<file path="src/hdl/issue_pkg.sv">
`default_nettype none

package issue_pkg;

  // ~~~~~~~~~~~~~~~~~~~~~~~~~~~~~~~~~~~~~~~~~~~~~~~~~~~~~~~~~~~~
  // widths and basic types
  // ~~~~~~~~~~~~~~~~~~~~~~~~~~~~~~~~~~~~~~~~~~~~~~~~~~~~~~~~~~~~

  parameter int xlen = 32;

  // default number of buffer entries.
  parameter int buffer_depth = 8;

  typedef logic [xlen-1:0] word_t;
  typedef logic [2*xlen-1:0] fetch_t;
  typedef logic [4:0] reg_addr_t;

  typedef enum logic [1:0] {
    class_none,
    class_basic,
    class_complex
  } instr_class_t;

  // ~~~~~~~~~~~~~~~~~~~~~~~~~~~~~~~~~~~~~~~~~~~~~~~~~~~~~~~~~~~~
  // rv32 opcode map
  // ~~~~~~~~~~~~~~~~~~~~~~~~~~~~~~~~~~~~~~~~~~~~~~~~~~~~~~~~~~~~

  localparam logic [6:0] opcode_lui       = 7'b0110111;
  localparam logic [6:0] opcode_auipc     = 7'b0010111;
  localparam logic [6:0] opcode_jal       = 7'b1101111;
  localparam logic [6:0] opcode_jalr      = 7'b1100111;
  localparam logic [6:0] opcode_branch    = 7'b1100011;
  localparam logic [6:0] opcode_load      = 7'b0000011;
  localparam logic [6:0] opcode_store     = 7'b0100011;
  localparam logic [6:0] opcode_immediate = 7'b0010011;
  localparam logic [6:0] opcode_register  = 7'b0110011;
  localparam logic [6:0] opcode_fence     = 7'b0001111;
  localparam logic [6:0] opcode_system    = 7'b1110011;

  // alu funct3 codes.
  localparam logic [2:0] funct_add  = 3'b000;
  localparam logic [2:0] funct_sll  = 3'b001;
  localparam logic [2:0] funct_slt  = 3'b010;
  localparam logic [2:0] funct_sltu = 3'b011;
  localparam logic [2:0] funct_xor  = 3'b100;
  localparam logic [2:0] funct_srl  = 3'b101;
  localparam logic [2:0] funct_or   = 3'b110;
  localparam logic [2:0] funct_and  = 3'b111;

  // alt selects sub and sra.
  localparam logic [6:0] funct7_base = 7'b0000000;
  localparam logic [6:0] funct7_alt  = 7'b0100000;

  // ~~~~~~~~~~~~~~~~~~~~~~~~~~~~~~~~~~~~~~~~~~~~~~~~~~~~~~~~~~~~
  // empty slot markers
  // ~~~~~~~~~~~~~~~~~~~~~~~~~~~~~~~~~~~~~~~~~~~~~~~~~~~~~~~~~~~~

  // addi x0,x0,0.
  localparam word_t nop_instr = 32'h0000_0013;
  localparam word_t empty_pc  = 32'hffff_ffff;

endpackage

`default_nettype wire

</file>
<file path="src/hdl/fetch_buffer.sv">
`default_nettype none

module fetch_buffer #(
  parameter int depth = 8
) (
  input  logic              clock,
  input  logic              reset,
  input  logic              clear,
  input  logic              fetch_ready,
  input  issue_pkg::word_t  fetch_pc,
  input  issue_pkg::fetch_t fetch_data,
  input  logic [1:0]        take,
  output issue_pkg::word_t  head_pc0,
  output issue_pkg::word_t  head_pc1,
  output issue_pkg::word_t  head_instr0,
  output issue_pkg::word_t  head_instr1,
  output logic              head_valid0,
  output logic              head_valid1,
  output logic              buffer_full
);

  import issue_pkg::*;

  localparam int ptr_w = $clog2(depth);
  localparam int half = depth / 2;

  typedef logic [ptr_w-1:0] ptr_t;
  typedef logic [ptr_w:0] count_t;

  word_t pc_mem [depth];
  word_t instr_mem [depth];

  ptr_t   wid;
  ptr_t   rid;
  ptr_t   wid_plus1;
  ptr_t   rid_plus1;
  count_t count;
  count_t count_next;
  logic   write_en;
  word_t  in_pc1;

  // full blocks the write in the same cycle.
  assign write_en   = fetch_ready && !buffer_full;
  assign in_pc1     = fetch_pc + word_t'(4);
  assign wid_plus1  = wid + ptr_t'(1);
  assign rid_plus1  = rid + ptr_t'(1);
  assign count_next = count + (write_en ? count_t'(2) : count_t'(0)) - count_t'(take);

  // head view, bypassing a word written this cycle.
  always_comb begin
    head_valid0 = 1'b0;
    head_pc0    = '0;
    head_instr0 = nop_instr;
    if (count != '0) begin
      head_valid0 = 1'b1;
      head_pc0    = pc_mem[rid];
      head_instr0 = instr_mem[rid];
    end else if (write_en) begin
      head_valid0 = 1'b1;
      head_pc0    = fetch_pc;
      head_instr0 = fetch_data[xlen-1:0];
    end
  end

  always_comb begin
    head_valid1 = 1'b0;
    head_pc1    = '0;
    head_instr1 = nop_instr;
    if (count > count_t'(1)) begin
      head_valid1 = 1'b1;
      head_pc1    = pc_mem[rid_plus1];
      head_instr1 = instr_mem[rid_plus1];
    end else if (write_en) begin
      head_valid1 = 1'b1;
      // one stored entry puts the new low half second.
      head_pc1    = (count == count_t'(1)) ? fetch_pc : in_pc1;
      head_instr1 = (count == count_t'(1)) ? fetch_data[xlen-1:0] : fetch_data[2*xlen-1:xlen];
    end
  end

  always_ff @(posedge clock) begin
    if (write_en && !clear) begin
      pc_mem[wid]          <= fetch_pc;
      instr_mem[wid]       <= fetch_data[xlen-1:0];
      pc_mem[wid_plus1]    <= in_pc1;
      instr_mem[wid_plus1] <= fetch_data[2*xlen-1:xlen];
    end
  end

  always_ff @(posedge clock) begin
    if (!reset || clear) begin
      wid         <= '0;
      rid         <= '0;
      count       <= '0;
      buffer_full <= 1'b0;
    end else begin
      if (write_en) begin
        wid <= wid + ptr_t'(2);
      end
      rid         <= rid + ptr_t'(take);
      count       <= count_next;
      buffer_full <= count_next > count_t'(half);
    end
  end

endmodule

`default_nettype wire

</file>
<file path="src/hdl/instr_decode.sv">
`default_nettype none

module instr_decode (
  input  issue_pkg::word_t        instr,
  output issue_pkg::instr_class_t instr_class,
  output logic                    wren,
  output logic                    rden1,
  output logic                    rden2,
  output issue_pkg::reg_addr_t    waddr,
  output issue_pkg::reg_addr_t    raddr1,
  output issue_pkg::reg_addr_t    raddr2
);

  import issue_pkg::*;

  logic [6:0] opcode;
  logic [2:0] funct3;
  logic [6:0] funct7;
  logic       writes;

  assign opcode = instr[6:0];
  assign funct3 = instr[14:12];
  assign funct7 = instr[31:25];

  assign waddr  = instr[11:7];
  assign raddr1 = instr[19:15];
  assign raddr2 = instr[24:20];

  // x0 is never a real destination.
  assign wren = writes && (waddr != '0);

  always_comb begin
    instr_class = class_none;
    writes      = 1'b0;
    rden1       = 1'b0;
    rden2       = 1'b0;
    case (opcode)
      opcode_lui, opcode_auipc, opcode_jal: begin
        instr_class = class_basic;
        writes      = 1'b1;
      end
      opcode_jalr: begin
        instr_class = class_basic;
        writes      = 1'b1;
        rden1       = 1'b1;
      end
      opcode_branch: begin
        instr_class = class_basic;
        rden1       = 1'b1;
        rden2       = 1'b1;
      end
      opcode_load: begin
        instr_class = class_complex;
        writes      = 1'b1;
        rden1       = 1'b1;
      end
      opcode_store: begin
        instr_class = class_complex;
        rden1       = 1'b1;
        rden2       = 1'b1;
      end
      opcode_immediate: begin
        writes = 1'b1;
        rden1  = 1'b1;
        case (funct3)
          funct_sll: begin
            instr_class = (funct7 == funct7_base) ? class_basic : class_complex;
          end
          funct_srl: begin
            if (funct7 == funct7_base || funct7 == funct7_alt) begin
              instr_class = class_basic;
            end else begin
              instr_class = class_complex;
            end
          end
          default: begin
            instr_class = class_basic;
          end
        endcase
      end
      opcode_register: begin
        writes = 1'b1;
        rden1  = 1'b1;
        rden2  = 1'b1;
        if (funct7 == funct7_base) begin
          instr_class = class_basic;
        end else if (funct7 == funct7_alt &&
                     (funct3 == funct_add || funct3 == funct_srl)) begin
          // sub and sra.
          instr_class = class_basic;
        end else begin
          // m extension lands here.
          instr_class = class_complex;
        end
      end
      opcode_fence: begin
        instr_class = class_complex;
      end
      opcode_system: begin
        instr_class = class_complex;
        writes      = (funct3 != 3'd0);
        // csr forms with a register source.
        rden1       = (funct3 == 3'd1) || (funct3 == 3'd2) || (funct3 == 3'd3);
      end
      default: begin
        instr_class = class_none;
      end
    endcase
  end

endmodule

`default_nettype wire

</file>
<file path="src/hdl/issue_select.sv">
`default_nettype none

module issue_select (
  input  logic                    issue_stall,
  input  logic                    valid0,
  input  logic                    valid1,
  input  issue_pkg::word_t        pc_in0,
  input  issue_pkg::word_t        pc_in1,
  input  issue_pkg::word_t        instr_in0,
  input  issue_pkg::word_t        instr_in1,
  input  issue_pkg::instr_class_t class0,
  input  issue_pkg::instr_class_t class1,
  input  logic                    wren0,
  input  logic                    rden1_1,
  input  logic                    rden2_1,
  input  issue_pkg::reg_addr_t    waddr0,
  input  issue_pkg::reg_addr_t    raddr1_1,
  input  issue_pkg::reg_addr_t    raddr2_1,
  output logic [1:0]              take,
  output issue_pkg::word_t        pc0,
  output issue_pkg::word_t        pc1,
  output issue_pkg::word_t        npc0,
  output issue_pkg::word_t        npc1,
  output issue_pkg::word_t        instr0,
  output issue_pkg::word_t        instr1,
  output logic                    swap
);

  import issue_pkg::*;

  logic  raw_hit;
  logic  pair_ok;
  word_t npc_in0;
  word_t npc_in1;

  // slot 1 reads what slot 0 writes.
  assign raw_hit = wren0 && ((rden1_1 && raddr1_1 == waddr0) ||
                             (rden2_1 && raddr2_1 == waddr0));

  assign pair_ok = !(class0 == class_complex && class1 == class_complex) && !raw_hit;

  always_comb begin
    if (issue_stall || !valid0) begin
      take = 2'd0;
    end else if (valid1 && pair_ok) begin
      take = 2'd2;
    end else begin
      take = 2'd1;
    end
  end

  // complex op always leaves on slot 0.
  assign swap = (take == 2'd2) && class0 == class_basic && class1 == class_complex;

  // compressed encodings step by 2.
  assign npc_in0 = pc_in0 + ((instr_in0[1:0] == 2'b11) ? word_t'(4) : word_t'(2));
  assign npc_in1 = pc_in1 + ((instr_in1[1:0] == 2'b11) ? word_t'(4) : word_t'(2));

  assign pc0    = (take == 2'd0) ? empty_pc : (swap ? pc_in1 : pc_in0);
  assign npc0   = (take == 2'd0) ? empty_pc : (swap ? npc_in1 : npc_in0);
  assign instr0 = (take == 2'd0) ? nop_instr : (swap ? instr_in1 : instr_in0);

  assign pc1    = (take != 2'd2) ? empty_pc : (swap ? pc_in0 : pc_in1);
  assign npc1   = (take != 2'd2) ? empty_pc : (swap ? npc_in0 : npc_in1);
  assign instr1 = (take != 2'd2) ? nop_instr : (swap ? instr_in0 : instr_in1);

endmodule

`default_nettype wire

</file>
<file path="src/hdl/issue_stage.sv">
`default_nettype none

module issue_stage #(
  parameter int buffer_depth = issue_pkg::buffer_depth
) (
  input  logic              clock,
  input  logic              reset,
  input  logic              clear,
  input  logic              fetch_ready,
  input  issue_pkg::word_t  fetch_pc,
  input  issue_pkg::fetch_t fetch_data,
  input  logic              issue_stall,
  output issue_pkg::word_t  pc0,
  output issue_pkg::word_t  pc1,
  output issue_pkg::word_t  npc0,
  output issue_pkg::word_t  npc1,
  output issue_pkg::word_t  instr0,
  output issue_pkg::word_t  instr1,
  output logic              swap,
  output logic              buffer_full
);

  import issue_pkg::*;

  // ~~~~~~~~~~~~~~~~~~~~~~~~~~~~~~~~~~~~~~~~~~~~~~~~~~~~~~~~~~~~
  // head pair of the buffer
  // ~~~~~~~~~~~~~~~~~~~~~~~~~~~~~~~~~~~~~~~~~~~~~~~~~~~~~~~~~~~~

  logic [1:0] take;
  word_t      head_pc0;
  word_t      head_pc1;
  word_t      head_instr0;
  word_t      head_instr1;
  logic       head_valid0;
  logic       head_valid1;

  fetch_buffer #(
    .depth(buffer_depth)
  ) buffer (
    .clock(clock),
    .reset(reset),
    .clear(clear),
    .fetch_ready(fetch_ready),
    .fetch_pc(fetch_pc),
    .fetch_data(fetch_data),
    .take(take),
    .head_pc0(head_pc0),
    .head_pc1(head_pc1),
    .head_instr0(head_instr0),
    .head_instr1(head_instr1),
    .head_valid0(head_valid0),
    .head_valid1(head_valid1),
    .buffer_full(buffer_full)
  );

  // ~~~~~~~~~~~~~~~~~~~~~~~~~~~~~~~~~~~~~~~~~~~~~~~~~~~~~~~~~~~~
  // per slot decode
  // ~~~~~~~~~~~~~~~~~~~~~~~~~~~~~~~~~~~~~~~~~~~~~~~~~~~~~~~~~~~~

  instr_class_t class0;
  instr_class_t class1;
  logic         wren0;
  logic         rden1_1;
  logic         rden2_1;
  reg_addr_t    waddr0;
  reg_addr_t    raddr1_1;
  reg_addr_t    raddr2_1;

  // slot 0 only matters as a writer.
  instr_decode decode0 (
    .instr(head_instr0),
    .instr_class(class0),
    .wren(wren0),
    .rden1(),
    .rden2(),
    .waddr(waddr0),
    .raddr1(),
    .raddr2()
  );

  // slot 1 only matters as a reader.
  instr_decode decode1 (
    .instr(head_instr1),
    .instr_class(class1),
    .wren(),
    .rden1(rden1_1),
    .rden2(rden2_1),
    .waddr(),
    .raddr1(raddr1_1),
    .raddr2(raddr2_1)
  );

  issue_select select (
    .issue_stall(issue_stall),
    .valid0(head_valid0),
    .valid1(head_valid1),
    .pc_in0(head_pc0),
    .pc_in1(head_pc1),
    .instr_in0(head_instr0),
    .instr_in1(head_instr1),
    .class0(class0),
    .class1(class1),
    .wren0(wren0),
    .rden1_1(rden1_1),
    .rden2_1(rden2_1),
    .waddr0(waddr0),
    .raddr1_1(raddr1_1),
    .raddr2_1(raddr2_1),
    .take(take),
    .pc0(pc0),
    .pc1(pc1),
    .npc0(npc0),
    .npc1(npc1),
    .instr0(instr0),
    .instr1(instr1),
    .swap(swap)
  );

endmodule

`default_nettype wire

</file>
<file path="config.mk">
export PLATFORM = sky130hd
export DESIGN_NAME = issue_stage
export DESIGN_NICKNAME = d
export VERILOG_FILES = /design/src/hdl/issue_pkg.sv /design/src/hdl/fetch_buffer.sv /design/src/hdl/instr_decode.sv /design/src/hdl/issue_select.sv /design/src/hdl/issue_stage.sv
export SDC_FILE = /design/constraint.sdc
export NUM_CORES = 1
export LEC_CHECK = 0
export BUFFER_PORTS_ARGS = -buffer_cell sky130_fd_sc_hd__buf_2
export CAP_MARGIN = 30
export CORE_AREA = 2 2 354 356
export CTS_CLUSTER_DIAMETER = 100
export CTS_CLUSTER_SIZE = 24
export DETAILED_ROUTE_END_ITERATION = 8
export DIE_AREA = 0 0 356 358
export PLACE_DENSITY_LB_ADDON = 0.12
export SETUP_SLACK_MARGIN = 0.1
export SKIP_LAST_GASP = 1
export SYNTH_ARGS = -nofsm -noshare
export SYNTH_HDL_FRONTEND = slang
export SYNTH_SLANG_ARGS = --single-unit
</file>
<file path="constraint.sdc">
create_clock -name clock -period 11.2 [get_ports clock]
set_input_delay 0 -clock clock [delete_from_list [all_inputs] [get_ports clock]]
set_output_delay 0 -clock clock [all_outputs]
set_load 0.005 [all_outputs]
</file>
==> results of run 1 <==
-- what timing repair did --
action | in CTS | in global routing
gates resized for setup | 0 | 0
hold buffers | 100 | 0
hold endpoints to repair | 516 | 0
-- layout by cell type, fill, tap and decap left out, drive strengths merged, types with 6 or more instances in the layout --
master,netlist,routed
clkbuf,64,33
nor4,16,16
mux4,189,189
and3,13,13
o21ai,54,54
nand2,202,202
buf,128,384
a211oi,9,9
nand3,92,92
clkinv,1,7
a32o,6,6
o21a,10,10
a22oi,48,48
or2,8,8
mux2,21,21
nand3b,8,8
nor2b,8,8
o22ai,21,21
a41oi,7,7
nor2,131,131
edfxtp,504,504
a32oi,14,14
and2,22,22
nor3,24,24
nand4,28,28
dlygate4sd3,0,100
nor3b,8,8
mux2i,265,265
a21oi,75,75
and4,10,10
dfxtp,10,10
xor2,51,51
xnor2,70,70
nand2b,15,15
ha,15,15
o2bb2ai,17,17
a31oi,16,16
a2bb2oi,55,55
inv,30,36
-- state kept, by name (all words and copies together), names as in the netlist --
name                flops
buffer.instr_mem      256
buffer.pc_mem         248
buffer.count            4
buffer.rid              3
buffer.wid              2
buffer.buffer_full      1
-- routing by layer --
metal	up-vias	GRT usage, %	routed length (um)
met5	-	0	43
met3	110	3.58	8550
met2	853	29.8	55900
li1	9816	-	-
met1	11900	27.1	57400
met4	8	3.65	2040
-- per-stage QoR --
step / cells / utilization, % / instance area (sq um) / hold WS (ns)
floorplan: 2331 / - / 30800 / 0.0989
global placement: 4144 / 27.4 / 33800 / 0.235
detailed placement: 4156 / 27.6 / 34000 / 0.243
CTS: 4304 / 29.1 / 35900 / 0.0752
global route: 4312 / 29.2 / 36000 / 0.113
finish: 4312 / 29.2 / 36000 / 0.117
-- cells by family (layout without fill, tap and decap cells) --
| kind of cell | count (synthesis) | count (layout) | synth area share (%) |
|---|---|---|---|
| flops | 514 | 514 | 49.8 |
| fa+ha+maj | 20 | 20 | 0.935 |
| other cells | 0 | 4 | 0 |
| buf+inv | 223 | 563 | 4.40 |
| compound gates | 375 | 375 | 8.63 |
| simple gates | 603 | 603 | 9.51 |
| xor+xnor | 121 | 121 | 3.47 |
| mux | 475 | 475 | 23.3 |
-- worst paths after layout --
path	startpoint	endpoint	slack, ns	depth (start not counted)
worst max-delay path	buffer.rid[1]	pc0[5]	4.30	14
worst min-delay path	fetch_data[51]	buffer.instr_mem[5][19]	0.12	2
worst max register to register	buffer.rid[1]	buffer.buffer_full	5.33	17
worst min register to register	buffer.wid[1]	buffer.wid[1]	0.51	2
-- area by class of cell --
| type | count | area [sq um] | area share [%] |
|---|---|---|---|
| Sequential cell | 514 | 15300 | 42.6 |
| Multi-Input combinational cell | 1594 | 14200 | 39.5 |
| Timing Repair Buffer | 484 | 3340 | 9.29 |
| Tap cell | 1637 | 2050 | 5.69 |
| Clock buffer | 33 | 729 | 2.03 |
| Clock inverter | 15 | 195 | 0.542 |
| Inverter | 31 | 116 | 0.323 |
| Antenna cell | 4 | 10.0 | 0.0278 |
-- power by group --
part / total [mW] / switching (mW) / leakage [nW] / internal, mW
Sequential: 2.22 / 0.0434 / 4.65 / 2.18
Combinational: 4.40 / 2.89 / 7.13 / 1.52
Clock: 1.23 / 0.684 / 0.456 / 0.550
Total: 7.86 / 3.62 / 12.2 / 4.24
==> flow_metrics.env, run 1 <==
export IMPL_nNetsFinal=2774
export IMPL_period_share_pct=61.6
export IMPL_numCtsBuffers=28
export IMPL_syn_area_sq_mm=0.0308
export IMPL_total_power_mw=7.86
export IMPL_totalWireLength_um=124000
export IMPL_crit_path_max_incr_delay_ns=0.83
export IMPL_drc_errors=0
export IMPL_grt_ovfl_total=0
export IMPL_yosys_warnings=0
export IMPL_dpl_hpwl_um=86200
export IMPL_start_util_pct=25.0
export IMPL_fmax_mhz=145
export IMPL_yosysMostFrequentCell="edfxtp_1"
export IMPL_cellPowerDensity_mw_per_mm2=218
export IMPL_finalCriticalPeriod_ns=6.90
export IMPL_grt_max_degree=161
export IMPL_clock_latency_ns=0.66
export IMPL_wl_per_cell_um=28.7
export IMPL_end_kind="output port"
export IMPL_ant_nets=0
export IMPL_synth_enable_flop_cells=504
export IMPL_clock_path_buffers=3
export IMPL_hold_viol_final=0
export IMPL_max_vdd_ir_drop_uv=191
export IMPL_synth_main_ff_cell="edfxtp_1"
export IMPL_post_cts_buffers=0
export IMPL_synth_nets=2452
export IMPL_antenna_found_initial=20
export IMPL_tightest_slew_ns=1.23
export IMPL_dp_slack_ns=5.01
export IMPL_path_max_fanout=160
export IMPL_power_leakage_nw=12.2
export IMPL_worst_slack_ns=4.30
export IMPL_setup_viol=0
export IMPL_io_buffers=294
export IMPL_worstPathArrival_ns=6.90
export IMPL_place_gp_congestion=0.810
export IMPL_cts_tree="yes"
export IMPL_seq_area_frac_synth_pct=49.8
export IMPL_finalMaxSlewViolations=0
export IMPL_rsz0062_at_grt="no"
export IMPL_path_cells="ha_4 -> xor2_4 -> buf_4 -> mux4_2 -> nand2b_1 -> o2bb2ai_1 -> a2111oi_0 -> a211oi_1 -> nor3_1 -> a21oi_2 -> nand3b_1 -> buf_12 -> mux2i_1 -> buf_2"
export IMPL_synthTopCellsByArea="edfxtp_1, mux4_2, mux2i_1"
export IMPL_cts_htree_levels=1
export IMPL_synthCells=2331
export IMPL_maxCapViolCount=0
export IMPL_startpoint_type="flip-flop"
export IMPL_synthArstFlopShare_pct=0
export IMPL_min_delay_path_class="input port to flip-flop"
export IMPL_cts_root_buf="clkbuf_16"
export IMPL_fp_row_count=129
export IMPL_outcome="finished, final reports clean"
export IMPL_path_buf_inv=3
export IMPL_crit_required_ns=11.20
export IMPL_synth_top_area_share_pct=49.1
export IMPL_ios=295
export IMPL_grt_pass1_vias=23100
export IMPL_grt_pass1_wl_um=175000
export IMPL_die_x_um=356
export IMPL_drt_vias_per_instance=5.26
export IMPL_die_h_um=358
export IMPL_num_fill_cells=12600
export IMPL_critPathKind="flip-flop to output port"
export IMPL_path_clk_slew_ns=0.10
export IMPL_synth_cell_type_count=90
export IMPL_maxSlewHeadroom_pct=18.3
export IMPL_track_usage_pct=18.9
export IMPL_skew_ns=0.0537
export IMPL_vias=22700
export IMPL_syn_to_final_growth_pct=16.9
export IMPL_drive_gt1_share_pct=24.7
export IMPL_core_area_sq_mm=0.123
export IMPL_first_pass_iters=5
export IMPL_crit_path_top_delay_cell="mux2i_1"
export IMPL_synth_common_cells="edfxtp_1, mux2i_1, nand2_1"
export IMPL_cts_sinks=514
export IMPL_synth_top_area_cell="edfxtp_1"
export IMPL_crit_family="buffers and inverters"
export IMPL_drt_iter0_markers=2024
export IMPL_synth_avg_cell_area_sq_um=13.2
export IMPL_die_area_sq_mm=0.127
export IMPL_ys_ff_latch=514
export IMPL_tns_ns=0
(Power assumes the default switching activity.)
==> run 2: changes to the inputs <==
==> constraint.sdc (replaced) <==
create_clock -name clock -period 6.2 [get_ports clock]
set_input_delay 0 -clock clock [delete_from_list [all_inputs] [get_ports clock]]
set_output_delay 0 -clock clock [all_outputs]
set_load 0.005 [all_outputs]
==> run 2 against run 1 <==
  * Largest power group unchanged
  * Clock skew decreased by 0.021 ns
  * Sequential power increased by 81%
  * Wire length decreased by 0.99%
  * Hold slack got worse by 0.013 ns
  * Flip-flop and latch count unchanged
  * Sequential share of layout area decreased by 0.21 points
  * Clock power increased by 76%
  * Register-to-register slack got worse by 4.5 ns
  * Cell count increased by 0.49%
  * Combinational power increased by 83%
  * Highest routed layer unchanged
==> flow_metrics.env, run 2 (synthesis results as in run 1) <==
export IMPL_track_usage_pct=18.7
export IMPL_clock_path_buffers=3
export IMPL_maxCapViolCount=0
export IMPL_clock_latency_ns=0.65
export IMPL_grt_pass1_vias=23100
export IMPL_end_kind="output port"
export IMPL_grt_max_degree=119
export IMPL_drc_errors=0
export IMPL_fin_cells=4333
export IMPL_core_area_sq_mm=0.123
export IMPL_start_util_pct=25.0
export IMPL_rrSetupSlack_ns=0.86
export IMPL_die_h_um=358
export IMPL_dp_slack_ns=0.347
export IMPL_drt_vias_per_instance=5.26
export IMPL_syn_to_final_growth_pct=17.5
export IMPL_first_pass_iters=5
export IMPL_tightest_slew_ns=1.08
export IMPL_drive_gt1_share_pct=25.3
export IMPL_min_delay_path_class="input port to flip-flop"
export IMPL_worst_slack_ns=0.418
export IMPL_finalCriticalPeriod_ns=5.78
export IMPL_path_max_fanout=13
export IMPL_largest_reg_flops=256
export IMPL_final_common_cell="edfxtp_1"
export IMPL_grt_pass1_wl_um=173000
export IMPL_regToRegEndpoint="buffer.buffer_full"
export IMPL_ff2ff_path_depth=18
export IMPL_vias=22800
export IMPL_cts_root_buf="clkbuf_16"
export IMPL_min_from="fetch_ready"
export IMPL_ios=295
export IMPL_total_power_mw=14.2
export IMPL_rsz0062_at_grt="no"
export IMPL_utilization_pct=29.3
export IMPL_fp_row_count=129
export IMPL_reg_top3="buffer.instr_mem (256), buffer.pc_mem (248), buffer.count (4)"
export IMPL_setup_viol=0
export IMPL_die_x_um=356
export IMPL_worstPathArrival_ns=5.78
export IMPL_maxSlewHeadroom_pct=27.2
export IMPL_wl_per_cell_um=28.3
export IMPL_fmax_mhz=173
export IMPL_layout_common_cells="edfxtp_1, buf_2, mux2i_1"
export IMPL_hold_viol_final=0
export IMPL_critPathKind="flip-flop to output port"
export IMPL_timing_rr_start="buffer.rid[0]"
export IMPL_io_buffers=294
export IMPL_outcome="finished, final reports clean"
export IMPL_nNetsFinal=2799
export IMPL_grt_ovfl_total=0
export IMPL_antenna_found_initial=15
export IMPL_totalWireLength_um=123000
export IMPL_finalMaxSlewViolations=0
export IMPL_crit_required_ns=6.20
export IMPL_numCtsBuffers=29
export IMPL_top_register="buffer.instr_mem"
export IMPL_dpl_hpwl_um=85900
export IMPL_period_share_pct=93.3
export IMPL_skew_ns=0.0326
export IMPL_ant_nets=0
export IMPL_path_clk_slew_ns=0.10
export IMPL_cts_tree="yes"
export IMPL_place_gp_congestion=0.860
export IMPL_drt_iter0_markers=2247
export IMPL_startpoint_type="flip-flop"
export IMPL_max_vdd_ir_drop_uv=279
export IMPL_cts_sinks=514
export IMPL_die_area_sq_mm=0.127
export IMPL_power_leakage_nw=12.4
export IMPL_hold_depth=5
export IMPL_cts_htree_levels=1
export IMPL_hold_path_end="buffer.wid[1]"
export IMPL_cellPowerDensity_mw_per_mm2=393
export IMPL_dp_cells=4180
-- run 2: cell count changes in the layout (fill, tap and decap cells not counted), sizes merged --
cell / change
clkbuf: +2
diode: -3
clkinv: -4
clkinvlp: +2
dlygate4sd3: -1
bufinv: -3
inv: +3
buf: +25
-- run 2: cell type report --
cell class	count	area, sq um
fillers	12600	87100
clock inverters	13	135
repair buffers	508	3540
well taps	1637	2050
flip-flops and latches	514	15300
diodes	1	2.50
inverters	31	116
multi-input cells	1594	14200
clock buffers	35	758
-- run 2: timing repair --
item,in CTS,in global routing
resized for setup,3,3
hold endpoints to repair,526,0
setup buffers,2,2
endpoints found under the setup margin,111,16
cloned,0,0
hold buffers,99,0
pin swaps,1,0
-- run 2: metal layers --
layer  wire length (um)  share of wire, %  global-route usage [%]
met5                 90             0.073                       0
met4               2270               1.8                    3.67
met3               7570               6.2                    2.78
met2              57600                47                    30.9
met1              55100                45                    26.1
-- run 2: worst max-delay path, stage by stage (launching register included) --
cell,delay (ns)
dfxtp_1,0.34
inv_1,0.08
ha_1,0.24
a21o_1,0.49
nand2_2,0.49
a31o_2,0.37
and3_2,0.30
inv_1,0.39
fa_1,0.27
inv_1,0.07
a211oi_1,0.48
and2_1,0.25
nand4b_2,0.30
nor2_1,0.22
nor4b_2,0.31
xor2_1,0.23
a2bb2oi_1,0.10
buf_2,0.18
-- run 2: worst max path at each step --
stage / startpoint / endpoint / slack (ns) / depth (start not counted)
after floorplan: buffer.buffer_full / buffer.instr_mem[2][0] / -0.05 / 3
final: buffer.count[2] / npc1[31] / 0.42 / 17
after global placement: buffer.rid[0] / buffer.buffer_full / -0.25 / 17
after detailed placement: buffer.rid[0] / buffer.buffer_full / 0.35 / 18
after CTS: buffer.count[2] / npc0[20] / 0.11 / 17
after global routing: buffer.rid[0] / npc0[31] / 0.14 / 17
-- run 2: report_power, final --
| group | switching (mW) | total (mW) | leakage, nW | internal, mW |
|---|---|---|---|---|
| Clock | 1.26 | 2.16 | 0.429 | 0.908 |
| Sequential | 0.0745 | 4.01 | 4.65 | 3.94 |
| Combinational | 5.20 | 8.04 | 7.27 | 2.84 |
-- run 2: stage by stage --
step | hold WS [ns] | TNS (ns) | area [sq um]
global placement | 0.240 | -0.622 | 34200
global route | 0.0959 | 0 | 36200
floorplan | 0.0989 | -12.10 | 30800
CTS | 0.0655 | 0 | 36100
finish | 0.104 | 0 | 36200
detailed placement | 0.240 | 0 | 34200
